## src/include/afu_caps.svh

```systemverilog
// afu capability constants, assembled into the dev and isa words of the host map
`ifndef AFU_CAPS_SVH
`define AFU_CAPS_SVH

// identifies this accelerator family
`define CAPS_IMPL_ID      16'h4143

// major in the upper byte, minor in the lower byte
`define CAPS_VERSION      16'h0103

`define CAPS_NUM_ENGINES  8'd1

// supported operation set, bit 0 is accumulate
`define CAPS_ISA_WORD     32'h0000_1101

// dev word layout (64 bits):
//   [63:40] zero, [39:32] num engines, [31:16] version, [15:0] impl id
// isa word layout (64 bits):
//   [63:48] version, [47:32] zero, [31:0] isa word

`endif
```

## src/rtl/afu_pkg.sv

```systemverilog
// afu shared package: host register offsets, dcr indices, widths and vector types
`default_nettype none

package afu_pkg;

    // bus and dcr widths
    localparam int AXIL_ADDR_W = 8;
    localparam int AXIL_DATA_W = 32;
    localparam int AXIL_STRB_W = AXIL_DATA_W / 8;
    localparam int DCR_ADDR_W  = 12;
    localparam int DCR_DATA_W  = 32;

    typedef logic [AXIL_ADDR_W-1:0] axil_addr_t;
    typedef logic [AXIL_DATA_W-1:0] axil_data_t;
    typedef logic [AXIL_STRB_W-1:0] axil_strb_t;
    typedef logic [DCR_ADDR_W-1:0]  dcr_addr_t;
    typedef logic [DCR_DATA_W-1:0]  dcr_data_t;

    // host register map
    localparam axil_addr_t ADDR_AP_CTRL = 8'h00;
    localparam axil_addr_t ADDR_GIE     = 8'h04;
    localparam axil_addr_t ADDR_IER     = 8'h08;
    localparam axil_addr_t ADDR_ISR     = 8'h0C;
    // capability words, low half first
    localparam axil_addr_t ADDR_DEV_0   = 8'h10;
    localparam axil_addr_t ADDR_DEV_1   = 8'h14;
    localparam axil_addr_t ADDR_ISA_0   = 8'h18;
    localparam axil_addr_t ADDR_ISA_1   = 8'h1C;
    // dcr window: index first, then value which fires the write
    localparam axil_addr_t ADDR_DCR_0   = 8'h20;
    localparam axil_addr_t ADDR_DCR_1   = 8'h24;

    // configuration register indices
    localparam dcr_addr_t DCR_BASE  = 12'd1;
    localparam dcr_addr_t DCR_STEP  = 12'd2;
    localparam dcr_addr_t DCR_COUNT = 12'd3;

    localparam dcr_data_t DCR_COUNT_RESET = 32'd1;

    // bit positions in the control register
    localparam int CTRL_START_BIT = 0;
    localparam int CTRL_DONE_BIT  = 1;
    localparam int CTRL_IDLE_BIT  = 2;
    localparam int CTRL_READY_BIT = 3;
    localparam int CTRL_RESET_BIT = 4;
    localparam int CTRL_AUTO_BIT  = 7;

    // the only response this block ever returns
    localparam logic [1:0] AXIL_RESP_OKAY = 2'b00;

endpackage

`default_nettype wire

```

## src/rtl/afu_top.sv

```systemverilog
// afu top level: host control, dcr register file and accumulate engine
`timescale 1ns/1ps
`default_nettype none

module afu_top (
    input  wire                  clk,
    input  wire                  reset,

    input  wire                  awvalid,
    input  afu_pkg::axil_addr_t  awaddr,
    output logic                 awready,

    input  wire                  wvalid,
    input  afu_pkg::axil_data_t  wdata,
    input  afu_pkg::axil_strb_t  wstrb,
    output logic                 wready,

    output logic                 bvalid,
    output logic [1:0]           bresp,
    input  wire                  bready,

    input  wire                  arvalid,
    input  afu_pkg::axil_addr_t  araddr,
    output logic                 arready,

    output logic                 rvalid,
    output afu_pkg::axil_data_t  rdata,
    output logic [1:0]           rresp,
    input  wire                  rready,

    output logic                 interrupt,
    output logic                 result_valid,
    output afu_pkg::dcr_data_t   result_data
);

    import afu_pkg::*;

    logic      ap_start;
    logic      ap_reset;
    logic      ap_done;
    logic      ap_ready;
    logic      ap_idle;
    logic      dcr_wr_valid;
    dcr_addr_t dcr_wr_addr;
    dcr_data_t dcr_wr_data;
    dcr_data_t cfg_base;
    dcr_data_t cfg_step;
    dcr_data_t cfg_count;

    afu_ctrl u_ctrl (
        .clk          (clk),
        .reset        (reset),
        .awvalid      (awvalid),
        .awaddr       (awaddr),
        .awready      (awready),
        .wvalid       (wvalid),
        .wdata        (wdata),
        .wstrb        (wstrb),
        .wready       (wready),
        .bvalid       (bvalid),
        .bresp        (bresp),
        .bready       (bready),
        .arvalid      (arvalid),
        .araddr       (araddr),
        .arready      (arready),
        .rvalid       (rvalid),
        .rdata        (rdata),
        .rresp        (rresp),
        .rready       (rready),
        .ap_start     (ap_start),
        .ap_reset     (ap_reset),
        .ap_done      (ap_done),
        .ap_ready     (ap_ready),
        .ap_idle      (ap_idle),
        .interrupt    (interrupt),
        .dcr_wr_valid (dcr_wr_valid),
        .dcr_wr_addr  (dcr_wr_addr),
        .dcr_wr_data  (dcr_wr_data)
    );

    dcr_regfile u_dcr (
        .clk          (clk),
        .reset        (reset),
        .dcr_wr_valid (dcr_wr_valid),
        .dcr_wr_addr  (dcr_wr_addr),
        .dcr_wr_data  (dcr_wr_data),
        .cfg_base     (cfg_base),
        .cfg_step     (cfg_step),
        .cfg_count    (cfg_count)
    );

    accum_engine u_engine (
        .clk          (clk),
        .reset        (reset),
        .ap_start     (ap_start),
        .ap_reset     (ap_reset),
        .ap_done      (ap_done),
        .ap_ready     (ap_ready),
        .ap_idle      (ap_idle),
        .cfg_base     (cfg_base),
        .cfg_step     (cfg_step),
        .cfg_count    (cfg_count),
        .result_valid (result_valid),
        .result_data  (result_data)
    );

endmodule

`default_nettype wire

```

## src/rtl/accum_engine.sv

```systemverilog
// stand-in compute engine: accumulates base plus step, count times, with ap handshake
`timescale 1ns/1ps
`default_nettype none

module accum_engine (
    input  wire                 clk,
    input  wire                 reset,

    input  wire                 ap_start,
    input  wire                 ap_reset,
    output logic                ap_done,
    output logic                ap_ready,
    output logic                ap_idle,

    input  afu_pkg::dcr_data_t  cfg_base,
    input  afu_pkg::dcr_data_t  cfg_step,
    input  afu_pkg::dcr_data_t  cfg_count,

    output logic                result_valid,
    output afu_pkg::dcr_data_t  result_data
);

    import afu_pkg::*;

    typedef enum logic [1:0] {
        S_IDLE,
        S_RUN,
        S_FINISH
    } state_t;

    state_t    state;
    dcr_data_t remaining;
    dcr_data_t step_q;
    dcr_data_t acc;

    always_ff @(posedge clk) begin
        if (reset) begin
            state <= S_IDLE;
        end else if (ap_reset) begin
            // abort drops the run without a done
            state <= S_IDLE;
        end else begin
            case (state)
                S_IDLE: begin
                    if (ap_start) begin
                        state <= S_RUN;
                    end
                end
                S_RUN: begin
                    // a zero count still spends one cycle here
                    if (remaining <= 1) begin
                        state <= S_FINISH;
                    end
                end
                S_FINISH: state <= S_IDLE;
                default:  state <= S_IDLE;
            endcase
        end
    end

    // datapath, configuration captured at acceptance
    always_ff @(posedge clk) begin
        if (state == S_IDLE && ap_start) begin
            acc       <= cfg_base;
            step_q    <= cfg_step;
            remaining <= cfg_count;
        end else if (state == S_RUN && remaining != 0) begin
            acc       <= acc + step_q;
            remaining <= remaining - 1'b1;
        end
    end

    assign ap_idle      = (state == S_IDLE);
    assign ap_done      = (state == S_FINISH);
    assign ap_ready     = (state == S_FINISH);
    assign result_valid = (state == S_FINISH);
    assign result_data  = acc;

    // a done always follows at least one busy cycle
    a_done_not_from_idle: assert property (
        @(posedge clk) disable iff (reset)
        ap_done |-> !$past(ap_idle)
    );

endmodule

`default_nettype wire

```

## src/rtl/dcr_regfile.sv

```systemverilog
// dcr register file: decodes dcr writes into the engine configuration registers
`timescale 1ns/1ps
`default_nettype none

module dcr_regfile (
    input  wire                 clk,
    input  wire                 reset,

    input  wire                 dcr_wr_valid,
    input  afu_pkg::dcr_addr_t  dcr_wr_addr,
    input  afu_pkg::dcr_data_t  dcr_wr_data,

    output afu_pkg::dcr_data_t  cfg_base,
    output afu_pkg::dcr_data_t  cfg_step,
    output afu_pkg::dcr_data_t  cfg_count
);

    import afu_pkg::*;

    logic wr_mapped;

    assign wr_mapped = (dcr_wr_addr == DCR_BASE)
                    || (dcr_wr_addr == DCR_STEP)
                    || (dcr_wr_addr == DCR_COUNT);

    always_ff @(posedge clk) begin
        if (reset) begin
            cfg_base  <= '0;
            cfg_step  <= '0;
            cfg_count <= DCR_COUNT_RESET;
        end else if (dcr_wr_valid) begin
            case (dcr_wr_addr)
                DCR_BASE:  cfg_base  <= dcr_wr_data;
                DCR_STEP:  cfg_step  <= dcr_wr_data;
                DCR_COUNT: cfg_count <= dcr_wr_data;
                // other indices belong to nothing here
                default: begin
                end
            endcase
        end
    end

    // partial strobes on an unset staging word would leak x into the engine
    a_dcr_known: assert property (
        @(posedge clk) disable iff (reset)
        dcr_wr_valid && wr_mapped |-> !$isunknown(dcr_wr_data)
    );

endmodule

`default_nettype wire

```

## src/rtl/afu_ctrl.sv

```systemverilog
// afu host control: axi4-lite slave with start/interrupt registers and dcr window
`timescale 1ns/1ps
`default_nettype none

`include "afu_caps.svh"

module afu_ctrl (
    input  wire                  clk,
    input  wire                  reset,

    input  wire                  awvalid,
    input  afu_pkg::axil_addr_t  awaddr,
    output logic                 awready,

    input  wire                  wvalid,
    input  afu_pkg::axil_data_t  wdata,
    input  afu_pkg::axil_strb_t  wstrb,
    output logic                 wready,

    output logic                 bvalid,
    output logic [1:0]           bresp,
    input  wire                  bready,

    input  wire                  arvalid,
    input  afu_pkg::axil_addr_t  araddr,
    output logic                 arready,

    output logic                 rvalid,
    output afu_pkg::axil_data_t  rdata,
    output logic [1:0]           rresp,
    input  wire                  rready,

    output logic                 ap_start,
    output logic                 ap_reset,
    input  wire                  ap_done,
    input  wire                  ap_ready,
    input  wire                  ap_idle,
    output logic                 interrupt,

    output logic                 dcr_wr_valid,
    output afu_pkg::dcr_addr_t   dcr_wr_addr,
    output afu_pkg::dcr_data_t   dcr_wr_data
);

    import afu_pkg::*;

    typedef enum logic [1:0] {
        W_ADDR,
        W_DATA,
        W_RESP
    } wstate_t;

    typedef enum logic [1:0] {
        R_ADDR,
        R_DATA,
        R_RESP
    } rstate_t;

    wstate_t    wstate;
    rstate_t    rstate;
    axil_addr_t waddr;
    axil_addr_t raddr;
    axil_data_t wmask;
    axil_data_t rdata_mux;

    logic aw_fire;
    logic w_fire;
    logic b_fire;
    logic ar_fire;
    logic r_fire;

    logic       auto_restart;
    logic       gie;
    logic [1:0] ier;
    logic [1:0] isr;
    logic [1:0] isr_next;

    // dcr staging, index and value
    dcr_addr_t dcr_idx;
    dcr_data_t dcr_val;

    logic [63:0] dev_caps;
    logic [63:0] isa_caps;

    assign dev_caps = {24'h0, `CAPS_NUM_ENGINES, `CAPS_VERSION, `CAPS_IMPL_ID};
    assign isa_caps = {`CAPS_VERSION, 16'h0, `CAPS_ISA_WORD};

    // write channel
    assign awready = (wstate == W_ADDR);
    assign wready  = (wstate == W_DATA);
    assign bvalid  = (wstate == W_RESP);
    assign bresp   = AXIL_RESP_OKAY;

    assign aw_fire = awvalid && awready;
    assign w_fire  = wvalid && wready;
    assign b_fire  = bvalid && bready;

    always_comb begin
        for (int i = 0; i < AXIL_STRB_W; i++) begin
            wmask[8*i +: 8] = {8{wstrb[i]}};
        end
    end

    always_ff @(posedge clk) begin
        if (reset) begin
            wstate <= W_ADDR;
        end else begin
            case (wstate)
                W_ADDR:  wstate <= aw_fire ? W_DATA : W_ADDR;
                W_DATA:  wstate <= w_fire ? W_RESP : W_DATA;
                W_RESP:  wstate <= b_fire ? W_ADDR : W_RESP;
                default: wstate <= W_ADDR;
            endcase
        end
    end

    always_ff @(posedge clk) begin
        if (aw_fire) begin
            waddr <= awaddr;
        end
    end

    // status bits toggle on a write of 1 and set on engine events at any time
    always_comb begin
        isr_next = isr;
        if (w_fire && waddr == ADDR_ISR && wstrb[0]) begin
            isr_next = isr ^ wdata[1:0];
        end
        if (ier[0] && ap_done) begin
            isr_next[0] = 1'b1;
        end
        if (ier[1] && ap_ready) begin
            isr_next[1] = 1'b1;
        end
    end

    always_ff @(posedge clk) begin
        if (reset) begin
            ap_start     <= 1'b0;
            ap_reset     <= 1'b0;
            auto_restart <= 1'b0;
            gie          <= 1'b0;
            ier          <= '0;
            isr          <= '0;
            dcr_idx      <= '0;
            dcr_val      <= '0;
            dcr_wr_valid <= 1'b0;
        end else begin
            ap_reset     <= 1'b0;
            dcr_wr_valid <= 1'b0;
            isr          <= isr_next;

            // start is consumed by the engine handshake
            if (ap_ready) begin
                ap_start <= auto_restart;
            end

            if (w_fire) begin
                case (waddr)
                    ADDR_AP_CTRL: begin
                        if (wstrb[0]) begin
                            auto_restart <= wdata[CTRL_AUTO_BIT];
                            if (wdata[CTRL_RESET_BIT]) begin
                                // abort also drops a pending start
                                ap_reset <= 1'b1;
                                ap_start <= 1'b0;
                            end else if (wdata[CTRL_START_BIT]) begin
                                ap_start <= 1'b1;
                            end
                        end
                    end
                    ADDR_GIE: begin
                        if (wstrb[0]) begin
                            gie <= wdata[0];
                        end
                    end
                    ADDR_IER: begin
                        if (wstrb[0]) begin
                            ier <= wdata[1:0];
                        end
                    end
                    ADDR_DCR_0: begin
                        dcr_idx <= (wdata[DCR_ADDR_W-1:0] & wmask[DCR_ADDR_W-1:0])
                                 | (dcr_idx & ~wmask[DCR_ADDR_W-1:0]);
                    end
                    ADDR_DCR_1: begin
                        dcr_val      <= (wdata & wmask) | (dcr_val & ~wmask);
                        dcr_wr_valid <= 1'b1;
                    end
                    default: begin
                    end
                endcase
            end
        end
    end

    assign interrupt   = gie && (|isr);
    assign dcr_wr_addr = dcr_idx;
    assign dcr_wr_data = dcr_val;

    // read channel
    assign arready = (rstate == R_ADDR);
    assign rvalid  = (rstate == R_RESP);
    assign rresp   = AXIL_RESP_OKAY;

    assign ar_fire = arvalid && arready;
    assign r_fire  = rvalid && rready;

    always_ff @(posedge clk) begin
        if (reset) begin
            rstate <= R_ADDR;
        end else begin
            case (rstate)
                R_ADDR:  rstate <= ar_fire ? R_DATA : R_ADDR;
                R_DATA:  rstate <= R_RESP;
                R_RESP:  rstate <= r_fire ? R_ADDR : R_RESP;
                default: rstate <= R_ADDR;
            endcase
        end
    end

    always_ff @(posedge clk) begin
        if (ar_fire) begin
            raddr <= araddr;
        end
    end

    always_comb begin
        rdata_mux = '0;
        case (raddr)
            ADDR_AP_CTRL: begin
                rdata_mux[CTRL_START_BIT] = ap_start;
                rdata_mux[CTRL_DONE_BIT]  = ap_done;
                rdata_mux[CTRL_IDLE_BIT]  = ap_idle;
                rdata_mux[CTRL_READY_BIT] = ap_ready;
                rdata_mux[CTRL_AUTO_BIT]  = auto_restart;
            end
            ADDR_GIE:   rdata_mux[0]   = gie;
            ADDR_IER:   rdata_mux[1:0] = ier;
            ADDR_ISR:   rdata_mux[1:0] = isr;
            ADDR_DEV_0: rdata_mux = dev_caps[31:0];
            ADDR_DEV_1: rdata_mux = dev_caps[63:32];
            ADDR_ISA_0: rdata_mux = isa_caps[31:0];
            ADDR_ISA_1: rdata_mux = isa_caps[63:32];
            default: begin
            end
        endcase
    end

    // sampled once, then frozen for the whole response
    always_ff @(posedge clk) begin
        if (rstate == R_DATA) begin
            rdata <= rdata_mux;
        end
    end

    // a stalled write response stays up until the host takes it
    a_bvalid_hold: assert property (
        @(posedge clk) disable iff (reset)
        bvalid && !bready |=> bvalid
    );

    // read data may not move under a stalled response
    a_rdata_stable: assert property (
        @(posedge clk) disable iff (reset)
        rvalid && !rready |=> rvalid && $stable(rdata)
    );

endmodule

`default_nettype wire

```

## config.mk

```make
export PLATFORM = sky130hd
export DESIGN_NAME = afu_top
export DESIGN_NICKNAME = d
export VERILOG_FILES = /design/src/rtl/afu_pkg.sv /design/src/rtl/afu_top.sv /design/src/rtl/accum_engine.sv /design/src/rtl/dcr_regfile.sv /design/src/rtl/afu_ctrl.sv
export VERILOG_INCLUDE_DIRS = /design/src /design/src/include
export SDC_FILE = /design/constraint.sdc
export NUM_CORES = 1
export LEC_CHECK = 0
export BUFFER_PORTS_ARGS = -buffer_cell sky130_fd_sc_hd__buf_4
export CAP_MARGIN = 20
export CORE_MARGIN = 10
export CORE_UTILIZATION = 25
export DETAILED_ROUTE_END_ITERATION = 8
export PLACE_DENSITY = 0.43
export REMOVE_ABC_BUFFERS = 1
export SLEW_MARGIN = 0
export SYNTH_ARGS = -nofsm -noshare
export SYNTH_HDL_FRONTEND = slang
export SYNTH_SLANG_ARGS = --single-unit
```

## constraint.sdc

```tcl
create_clock -name clk -period 4.1 [get_ports clk]
set_clock_uncertainty 0.05 [all_clocks]
set_input_delay 0.205 -clock clk [delete_from_list [all_inputs] [get_ports clk]]
set_output_delay 0.205 -clock clk [all_outputs]
set_load 0.03 [all_outputs]
```

[Word-level counts from Yosys, hierarchy flattened]
Cells that the tools add are included.
Storage, ports and cells
  register bits after elaboration: 299
  output and inout port bits: 75
Cells by class
  add/sub/neg operators: 2
  order comparisons: 1
  equality and inequality tests: 23
  multiplexer cells: 29
  bitwise operators: 12
  reductions and logical operators: 35
Operators by type and width (count)
  32-bit 2-to-1 mux: 4
  32-bit AND: 2
  17-bit case mux with 3 select lines: 1
  32-bit adder: 1
  8-bit by 4-bit equality test with 1-bit output, second input constant: 4
  8-bit by 5-bit equality test with 1-bit output, second input constant: 4
  32-bit by 1-bit <= comparator with 1-bit output, second input constant: 1
  32-bit inverter: 1
  32-bit OR: 1
  32-bit nonzero test: 1
  32-bit by 1-bit subtractor with 32-bit output, second input constant: 1
  12-bit AND: 2
  12-bit by 2-bit equality test with 1-bit output, second input constant: 2
  8-bit by 3-bit equality test with 1-bit output, second input constant: 2
  8-bit by 6-bit equality test with 1-bit output, second input constant: 2
  8-bit logical NOT: 2
  12-bit by 1-bit equality test with 1-bit output, second input constant: 1
  1-bit logical AND: 12
  1-bit 2-to-1 mux: 12
  2-bit 2-to-1 mux: 6
  12-bit inverter: 1
  12-bit OR: 1
  2-bit case mux with 3 select lines: 2
  2-bit AND reduction: 6
  15 further kinds: 30

[Depth between registers and ports, before layout]
Gate-level depths: netlist of run 1.
  depth in word-level cells: 7
  depth in mapped cells: 10
  mapped depth without buffers: 9

[Modules after synthesis]
A second synthesis of run 1 with hierarchy kept.
Unflattened totals
  cell total of the unflattened synthesis: 1237
  area total of the unflattened synthesis: 13256.5 sq um
Modules (own cells, without submodules)
  accum_engine: instances 1, cells each 596, area an instance 5965.7 sq um, sequential area each 2922.8 sq um
  dcr_regfile: instances 1, cells each 351, area an instance 3925.0 sq um, sequential area each 1921.8 sq um
  afu_ctrl: instances 1, cells each 290, area an instance 3365.7 sq um, sequential area each 1891.8 sq um

[Least setup slack after synthesis of run 1]
No wires, ideal clock.
  kind: register to register
  from: register u_engine.state[0]
  to: register u_engine.remaining[0] (enable)
  setup time: 0.420 ns
  arrival: 3.194 ns
  required time: 3.630 ns
  slack: 0.436 ns
  stages on the path, launching flop included: 6
  path through: dfxtp_1 > nor2_1 > nand2_1 > inv_1 > buf_1 > a21o_1
On the way
  word-level cells in the longest chain between the ends: 3
  elaborated cells on any way between the ends: 5
Ends and longest elaborated chain
  start: declaration: line accum_engine.sv:31  | state_t state;
  start signal: assignment: line accum_engine.sv:38  | state <= S_IDLE;
  start signal: assignment: line accum_engine.sv:41  | state <= S_IDLE;
  start signal: assignment: line accum_engine.sv:46  | state <= S_RUN;
  2-bit by 1-bit equality test with 1-bit output or 2-bit logical NOT (tied branches): line accum_engine.sv:67, accum_engine.sv:63
  1-bit logical AND, on equally long branches: line accum_engine.sv:67, accum_engine.sv:63
  2-bit nonzero test (no line) *
  end signal: assignment: line accum_engine.sv:66  | remaining <= cfg_count;
  end signal: assignment: line accum_engine.sv:69  | remaining <= remaining - 1'b1;
  end: declaration: line accum_engine.sv:32  | dcr_data_t remaining;
Mark *: on every way between the ends. The rest lies on a longest branch, timed or not.
A chain may end at the register's enable or synchronous reset.

[Final worst setup path of run 1]
  from: register u_engine.acc[0], in the netlist u_engine.result_data[0]
  to: register u_engine.acc[22], in the netlist u_engine.result_data[22] (data pin)
On the way
  word-level cells in the longest chain between the ends: 3
Ends and longest elaborated chain
  start: declaration: line accum_engine.sv:34  | dcr_data_t acc;
  start signal: assignment: line accum_engine.sv:64  | acc <= cfg_base;
  start signal: assignment: line accum_engine.sv:68  | acc <= acc + step_q;
  32-bit adder: line accum_engine.sv:68
  32-bit 2-to-1 mux: line accum_engine.sv:67  | end else if (state == S_RUN && remaining != 0) begin
  32-bit 2-to-1 mux: line accum_engine.sv:63  | if (state == S_IDLE && ap_start) begin
No other way between the ends. The select of a mux whose other input is x is not followed.

==> results.cfg, run 1 <==
[route]
post_drt_via_cell_ratio = 4.458
dr.pass1.iters = 5
drc = 0
dr_total_vias = 9688
antenna_left = 0
drt_iter0_drc = 613
wl_per_cell_um = 16.22
routed_wl_um = 35250

[sta]
finalHoldViolCount = 0
tightest_slew_ns = 0.8897
fin_crit_ns = 3.269
finalCritPeriodShare_pct = 79.73
max_freq_mhz = 305.9
relSlewSlack_pct = 40.69
setup_viol = 0
tns_ns = 0
drv_slew = 0
setup_slack_ns = 0.8309
rsz0062_at_grt = no

[synthesis]
synth_cells = 1350
ys_warn_count = 0
ys_seq_area_share_pct = 53.93
synth_seq_cells = 276
synthFlopType = dfxtp_1
mappedNetlistArea_sq_um = 12490
avgSynthCellArea_sq_um = 9.252
synth_edf_count = 121
synth_cell_type_count = 63
synth_async_sr_flop_share_pct = 0

[cells_and_area]
area_delta_synth_final_pct = 23.70
n_antenna_cell = 0
stdcell_area_sq_um = 15450
final_core_util_pct = 31.43
layout-drive-gt1-share_pct = 12.66
fin_cells = 2173
nNetsFinal = 1578

[power]
p_leak_nw = 5.440
power_density_nw_per_um2 = 387.5
vdd_drop_max_mv = 0.2378

[clock_network]
clock-sinks = 276
cts_buffers = 34
clk_latency_ns = 0.53
clockBufferDepth = 3
h-tree-depth = 2
cts_tree = built
cts_setup_buffers = 0
cts-root-buf = clkbuf_16
clk_pin_slew_ns = 0.06

[die]
initial_core_util_pct = 25.41
pin_count = 134
core_sq_um = 49150
die-area_sq_um = 59300
die_y_um = 243.5
die-width_um = 243.5
rows = 81

[global_route]
grt_pass1_vias = 9733
antenna_found_initial = 0
grt_start_max_net_pins = 110
track_usage_pct = 11.61
gr-total-overflow = 0
grt_pass1_wl_um = 55390

[worst_setup_path]
cp_cell_sequence = ha_1 > fa_1 > a21oi_1 > o21ai_0 > a211oi_1 > o221ai_1 > a21oi_1 > xnor2_1 > a21oi_1
arrival_ns = 3.45
critical_path_class = reg2reg
crit_required_ns = 4.28
startpoint_type = flop
cp_max_fo = 3
crit_buf_inv = 0
crit_family = compound AO/OA/AOI/OAI gates
cpPeakStageDelay_ns = 0.48
crit_path_top_delay_cell = a211oi_1
cp_common_cell = a21oi_1
worst_setup_path_end_kind = flop

[place]
place.gp.congestion = 0.8061
dpl-instance-area_sq_um = 13860
dp.final_hpwl_um = 23780
place_ws_ns = 0.8195
port_buffers = 109
placed_cells = 2059

[worst_hold_path]
hp-class = in2reg

[job]
drv_cap = 0

[run_status]
status = completed
kinds of logic after synthesis:
kind of cell    count (synthesis)  share of synthesized area (%)
buf+inv                       114                          4.347
other cells                     1                        0.03002
xor+xnor                       55                          3.857
fa+ha+maj                      35                          3.566
flops                         276                          53.93
compound gates                306                          13.38
simple gates                  544                          19.36
mux                            19                          1.523
worst reg2reg max path, cell delays in order (launching register included):
cell,delay [ns]
edfxtp_1,0.38
ha_1,0.26
fa_1,0.46
a21oi_1,0.21
o21ai_0,0.24
a211oi_1,0.48
o221ai_1,0.33
a21oi_1,0.31
xnor2_1,0.16
a21oi_1,0.09
power by group:
part	leakage, nW	switching, mW	internal (mW)
logic	2.56	0.121	0.0908
clock network	0.530	1.19	1.70
registers	2.35	0.0141	2.87
total	5.44	1.32	4.66
metal layers:
metal / up-vias / track usage, % / share of wire [%]
met5: - / 0 / 0
met3: 46 / 2.582 / 4.7
met4: 0 / 3.653 / 2.3
li1: 4895 / - / -
met1: 4569 / 14.94 / 47
met2: 178 / 19.00 / 46
cell usage after synthesis, drive strengths merged, types with 10 or more instances:
master / count / area share (%)
dfxtp: 155 / 25
xnor2: 38 / 2.7
mux2i: 19 / 1.5
buf: 41 / 2.2
nor3: 14 / 0.60
a21oi: 192 / 7.7
o21ai: 60 / 2.4
nand2: 352 / 11
a211oi: 10 / 0.60
a31oi: 11 / 0.55
clkbuf: 55 / 1.7
inv: 18 / 0.54
xor2: 17 / 1.2
nor2: 81 / 2.5
edfxtp: 121 / 29
nand3: 21 / 0.88
nor4: 15 / 1.1
ha: 34 / 3.4
cells in the final DEF (no fill, tap or decap), drive strengths merged, types with 21 or more instances in the layout:
master | Yosys | layout
nand2 | 352 | 352
a21oi | 192 | 192
dfxtp | 155 | 155
edfxtp | 121 | 121
buf | 41 | 118
nor2 | 81 | 81
o21ai | 60 | 60
dlygate4sd3 | 0 | 53
clkbuf | 55 | 50
xnor2 | 38 | 38
ha | 34 | 34
conb | 1 | 24
nand3 | 21 | 21
repair_timing:
| item | CTS | global route |
|---|---|---|
| hold endpoints to repair | 69 | 0 |
| hold buffers | 53 | 0 |
| gates resized for setup | 0 | 0 |
area by class of cell:
class / instances / area (sq um)
Fill cell: 5129 / 33700
Sequential cell: 276 / 6736
Multi-Input combinational cell: 983 / 5309
Timing Repair Buffer: 171 / 1441
Clock buffer: 50 / 1003
Tap cell: 664 / 830.8
Inverter: 18 / 68.82
Clock inverter: 11 / 61.31
final timing paths:
check / from / to / slack (ns) / depth (start not counted)
max: u_engine.result_data[0] / u_engine.result_data[22] / 0.83 / 9
min: wstrb[0] / u_ctrl.gie / 0.05 / 5
max reg2reg: u_engine.result_data[0] / u_engine.result_data[22] / 0.83 / 9
min reg2reg: u_dcr.cfg_step[31] / u_engine.step_q[31] / 0.38 / 0
through the flow:
stage                     hold WS, ns  power (mW)
after CTS                     0.01147       6.080
after floorplan                0.2241       3.012
after global routing          0.05090       6.206
after detailed placement       0.3345       3.118
after global placement         0.3343       3.118
final                         0.04794       5.987
No activity file was read; power rests on OpenSTA's default activity.
==> inputs of run 2 (changes only) <==
Clock period 4.1 ns to 3.25 ns, I/O delays scaled along.
==> results.cfg, run 2 (synthesized netlist as in run 1, its figures left out) <==
[cells_and_area]
final_cell_mix = nand2_1, a21oi_1, dfxtp_1
fin_cells = 2190
final_common_cell = nand2_1
area_delta_synth_final_pct = 25.47
nNetsFinal = 1595
n_antenna_cell = 0
layout-drive-gt1-share_pct = 13.96

[sta]
relSlewSlack_pct = 38.08
finalCritPeriodShare_pct = 91.44
tightest_slew_ns = 0.9269
drv_slew = 0
finalHoldViolCount = 0
setup_viol = 0
fin_crit_ns = 2.972
max_freq_mhz = 336.5
rsz0062_at_grt = no

[power]
combPwrFrac_pct = 3.5
p_leak_nw = 5.576
swShare_pct = 21.57
p_seq_share_pct = 46.6
vdd_drop_max_mv = 0.3045
power_density_nw_per_um2 = 498.1
power_frac_clock_pct = 49.8
internal_power_mw = 6.123
switching_power_mw = 1.684
total_power_mw = 7.807

[die]
die-width_um = 243.5
die_y_um = 243.5
die-area_sq_um = 59300
initial_core_util_pct = 25.41
pin_count = 134
core_sq_um = 49150
rows = 81

[worst_setup_path]
crit_path_top_delay_cell = fa_1
reg2reg_slack_ns = 0.28
critical_path_class = reg2reg
worst_setup_path_end_kind = flop
arrival_ns = 3.16
cpPeakStageDelay_ns = 0.47
cp_max_fo = 3
cp_cell_sequence = ha_1 > fa_1 > a21oi_2 > o21ai_0 > buf_4 > a31oi_1 > a31oi_1 > a41oi_1 > xor2_1 > a21oi_1
cp_common_cell = a31oi_1
startpoint_type = flop
crit_family = compound AO/OA/AOI/OAI gates
crit_required_ns = 3.44
crit_buf_inv = 1

[clock_network]
h-tree-depth = 2
clk_latency_ns = 0.52
cts_buffers = 34
clock-sinks = 276
cts_tree = built
cts_setup_buffers = 0
clockBufferDepth = 3
clk_pin_slew_ns = 0.06
cts-root-buf = clkbuf_16

[global_route]
gr-usage-met2_pct = 19.05
grt_pass1_wl_um = 56990
gr-total-overflow = 0
grt_use_met3_pct = 2.538
track_usage_pct = 11.84
grtUsageMet1_pct = 15.68
grt_pass1_vias = 9865
antenna_found_initial = 3
grt_start_max_net_pins = 70
grt-busiest-layer = met2

[route]
antenna_left = 0
post_drt_via_cell_ratio = 4.400
wl_per_cell_um = 16.33
routed_wl_um = 35760
dr_total_vias = 9635
dr.pass1.iters = 5
drc = 0
drt_iter0_drc = 555

[worst_hold_path]
hp-class = in2reg

[job]
drv_cap = 0

[place]
port_buffers = 109
placed_cells = 2075
place.gp.congestion = 0.8139
dp.final_hpwl_um = 24710

[run_status]
status = completed
-- run 2: changes by cell type in the layout (fill, tap and decap cells not counted), moves of 2 or more --
cell      before  now
buf_4        116  132
clkbuf_8       5   10
clkbuf_1       9    6
clkinv_1       2    0
clkinv_2       7    5
-- run 2: through the flow --
step | setup TNS [ns] | area (sq um) | worst slack, ns | utilization, % | hold slack [ns]
floorplan | -146.65 | 12100 | -1.784 | - | 0.1816
global placement | 0 | 13970 | 0.2634 | 28.42 | 0.2917
finish | 0 | 15670 | 0.2782 | 31.88 | 0.05662
CTS | 0 | 15670 | 0.1937 | 31.88 | 0.03624
global route | 0 | 15670 | 0.01802 | 31.88 | 0.06745
detailed placement | 0 | 13970 | 0.1878 | 28.42 | 0.2918
-- run 2: tightest hold or removal path: stages --
cell,delay (ns)
buf_4,0.08
nand2_1,0.15
nand2_1,0.12
a21oi_1,0.05
-- run 2: per-layer routing --
layer / part of all wire [%] / up-vias / wire [um]
met4: 2.2 / 6 / 802
met1: 48 / 4490 / 17140
met3: 4.1 / 52 / 1465
met2: 46 / 147 / 16310
li1: - / 4940 / -
met5: 0.092 / - / 33
-- run 2: path summary, 6_finish.rpt --
| kind | start | endpoint | depth (start not counted) |
|---|---|---|---|
| max | u_engine.result_data[0] | u_engine.result_data[28] | 10 |
| min | wstrb[3] | flop | 4 |
| max reg2reg | u_engine.result_data[0] | u_engine.result_data[28] | 10 |
| min reg2reg | u_dcr.cfg_step[15] | u_engine.step_q[15] | 0 |
-- run 2: timing repair --
item                                   CTS  global route
setup endpoints to repair                0             3
endpoints found under the hold margin   69             0
hold buffers                            54             0
gates resized for setup                  0             1
-- run 2: area by class of cell --
class | count | area, sq um
Inverter | 18 | 68.82
Sequential cell | 276 | 6736
Timing Repair Buffer | 188 | 1572
Clock buffer | 53 | 1086
Fill cell | 5114 | 33480
Tap cell | 664 | 830.8
Clock inverter | 8 | 71.32
Multi-Input combinational cell | 983 | 5308
-- run 2: power groups by stage --
stage | Sequential (mW) | Combinational (mW) | Clock [mW]
after global placement | 3.72 | 0.223 | 0
after floorplan | 3.73 | 0.0739 | 0
after global routing | 3.64 | 0.295 | 4.15
after CTS | 3.64 | 0.276 | 3.99
after detailed placement | 3.72 | 0.224 | 0
final | 3.64 | 0.276 | 3.89
==> inputs of run 3 (changes only) <==
Settings changed: CORE_MARGIN 10 to unset, SKIP_CTS_REPAIR_TIMING set to 1.
==> results.cfg, run 3 (synthesized netlist as in run 1, its figures left out) <==
[run_status]
status = completed

[clock_network]
cts_buffers = 35
clk_latency_ns = 0.54
cts-root-buf = clkbuf_16
clockBufferDepth = 3
clock-sinks = 276
cts_tree = built
clk_pin_slew_ns = 0.06
h-tree-depth = 2

[sta]
setup_viol = 0
finalHoldViolCount = 0
tns_ns = 0
rsz0062_at_grt = no
max_freq_mhz = 334.4
drv_slew = 0
relSlewSlack_pct = 41.19
finalCritPeriodShare_pct = 92.00
fin_crit_ns = 2.990
tightest_slew_ns = 0.8822

[route]
dr_total_vias = 9681
post_drt_via_cell_ratio = 4.427
antenna_left = 0
drc = 0
dr.pass1.iters = 5
drt_iter0_drc = 564
routed_wl_um = 34100
wl_per_cell_um = 15.59

[die]
die_y_um = 225.5
die-width_um = 225.5
rows = 81
die-area_sq_um = 50860
initial_core_util_pct = 25.41
pin_count = 134
core_sq_um = 49150

[worst_setup_path]
crit_path_top_delay_cell = or4_4
cp_num_cells = 8
worst_setup_path_end_kind = flop
startpoint_type = flop
reg2reg_slack_ns = 0.26
timing.rr.start = u_engine.remaining[18]
cpPeakStageDelay_ns = 0.48
crit_family = simple AND/OR/NAND/NOR gates
arrival_ns = 3.18
crit_buf_inv = 2
cp_cell_sequence = or3_1 > or4_4 > nor4_4 > nand4b_1 > inv_1 > nand3_1 > a21o_2 > buf_4
worstReg2RegEnd = u_engine.remaining[30]
critical_path_class = reg2reg
ff2ff_path_depth = 8
crit_required_ns = 3.44
cp_max_fo = 21

[worst_hold_path]
hp-start = wstrb[0]
hold_end = u_ctrl.gie
hp-class = in2reg
min_path_cells = 5

[cells_and_area]
final_cell_mix = nand2_1, a21oi_1, dfxtp_1
fillCellCount = 5144
n_antenna_cell = 0
area_delta_synth_final_pct = 24.64
fin_cells = 2187
layout-drive-gt1-share_pct = 13.39
final_common_cell = nand2_1
nNetsFinal = 1592

[global_route]
grt_pass1_wl_um = 53900
track_usage_pct = 13.50
grt_pass1_vias = 9517
antenna_found_initial = 0
gr-total-overflow = 0
grt_start_max_net_pins = 71

[place]
port_buffers = 109
dp.final_hpwl_um = 23560
place.gp.congestion = 0.8215
placed_cells = 2073

[job]
drv_cap = 0

[power]
p_leak_nw = 5.506
vdd_drop_max_mv = 0.3641
power_density_nw_per_um2 = 489.5
-- run 3: metal layers --
metal  wire length (um)  vias to the layer above  GRT usage [%]
li1                   -                     4931              -
met1              16390                     4549          18.42
met2              15650                      146          21.51
met3               1305                       55          2.686
met4                749                        0          3.862
met5                  0                        -              0
-- run 3: worst max path at each step --
stage	to	slack [ns]	start
after floorplan	u_engine.remaining[0]	-1.78	u_engine.state[0]
after global placement	u_engine.result_data[22]	0.27	u_engine.result_data[0]
after detailed placement	u_engine.result_data[22]	0.18	u_engine.result_data[0]
after CTS	u_engine.result_data[22]	0.16	u_engine.result_data[0]
after global routing	u_engine.result_data[22]	0.005	u_engine.result_data[0]
final	u_engine.remaining[30]	0.26	u_engine.remaining[18]
-- run 3: through the flow --
stage	total power [mW]	hold slack, ns	cell area [sq um]	util, %	setup slack, ns
global route	7.890	0.01211	15570	31.67	0.004626
global placement	3.940	0.2912	13970	28.42	0.2745
CTS	7.703	-0.2739	15040	30.61	0.1567
finish	7.621	0.006373	15570	31.67	0.2599
floorplan	3.800	0.1816	12100	-	-1.784
detailed placement	3.941	0.2919	13970	28.42	0.1813
-- run 3: power breakdown --
| group | switching [mW] | internal [mW] |
|---|---|---|
| Sequential | 0.0172 | 3.62 |
| Clock | 1.51 | 2.19 |
| Combinational | 0.157 | 0.117 |
| Total | 1.69 | 5.93 |
-- run 3: layout make-up --
type                    instances  area (sq um)  share of cell area [%]
clock buffers                  45         933.4                   5.995
repair buffers                184          1549                   9.949
clock inverters                17         142.6                  0.9162
multi-input cells             983          5308                   34.09
inverters                      18         68.82                  0.4420
flip-flops and latches        276          6736                   43.27
well taps                     664         830.8                   5.336
-- run 3: worst register-to-register path, cell delays in order (launching register included) --
cell	delay, ns
edfxtp_1	0.45
or3_1	0.45
or4_4	0.48
nor4_4	0.29
nand4b_1	0.20
inv_1	0.11
nand3_1	0.08
a21o_2	0.35
buf_4	0.27
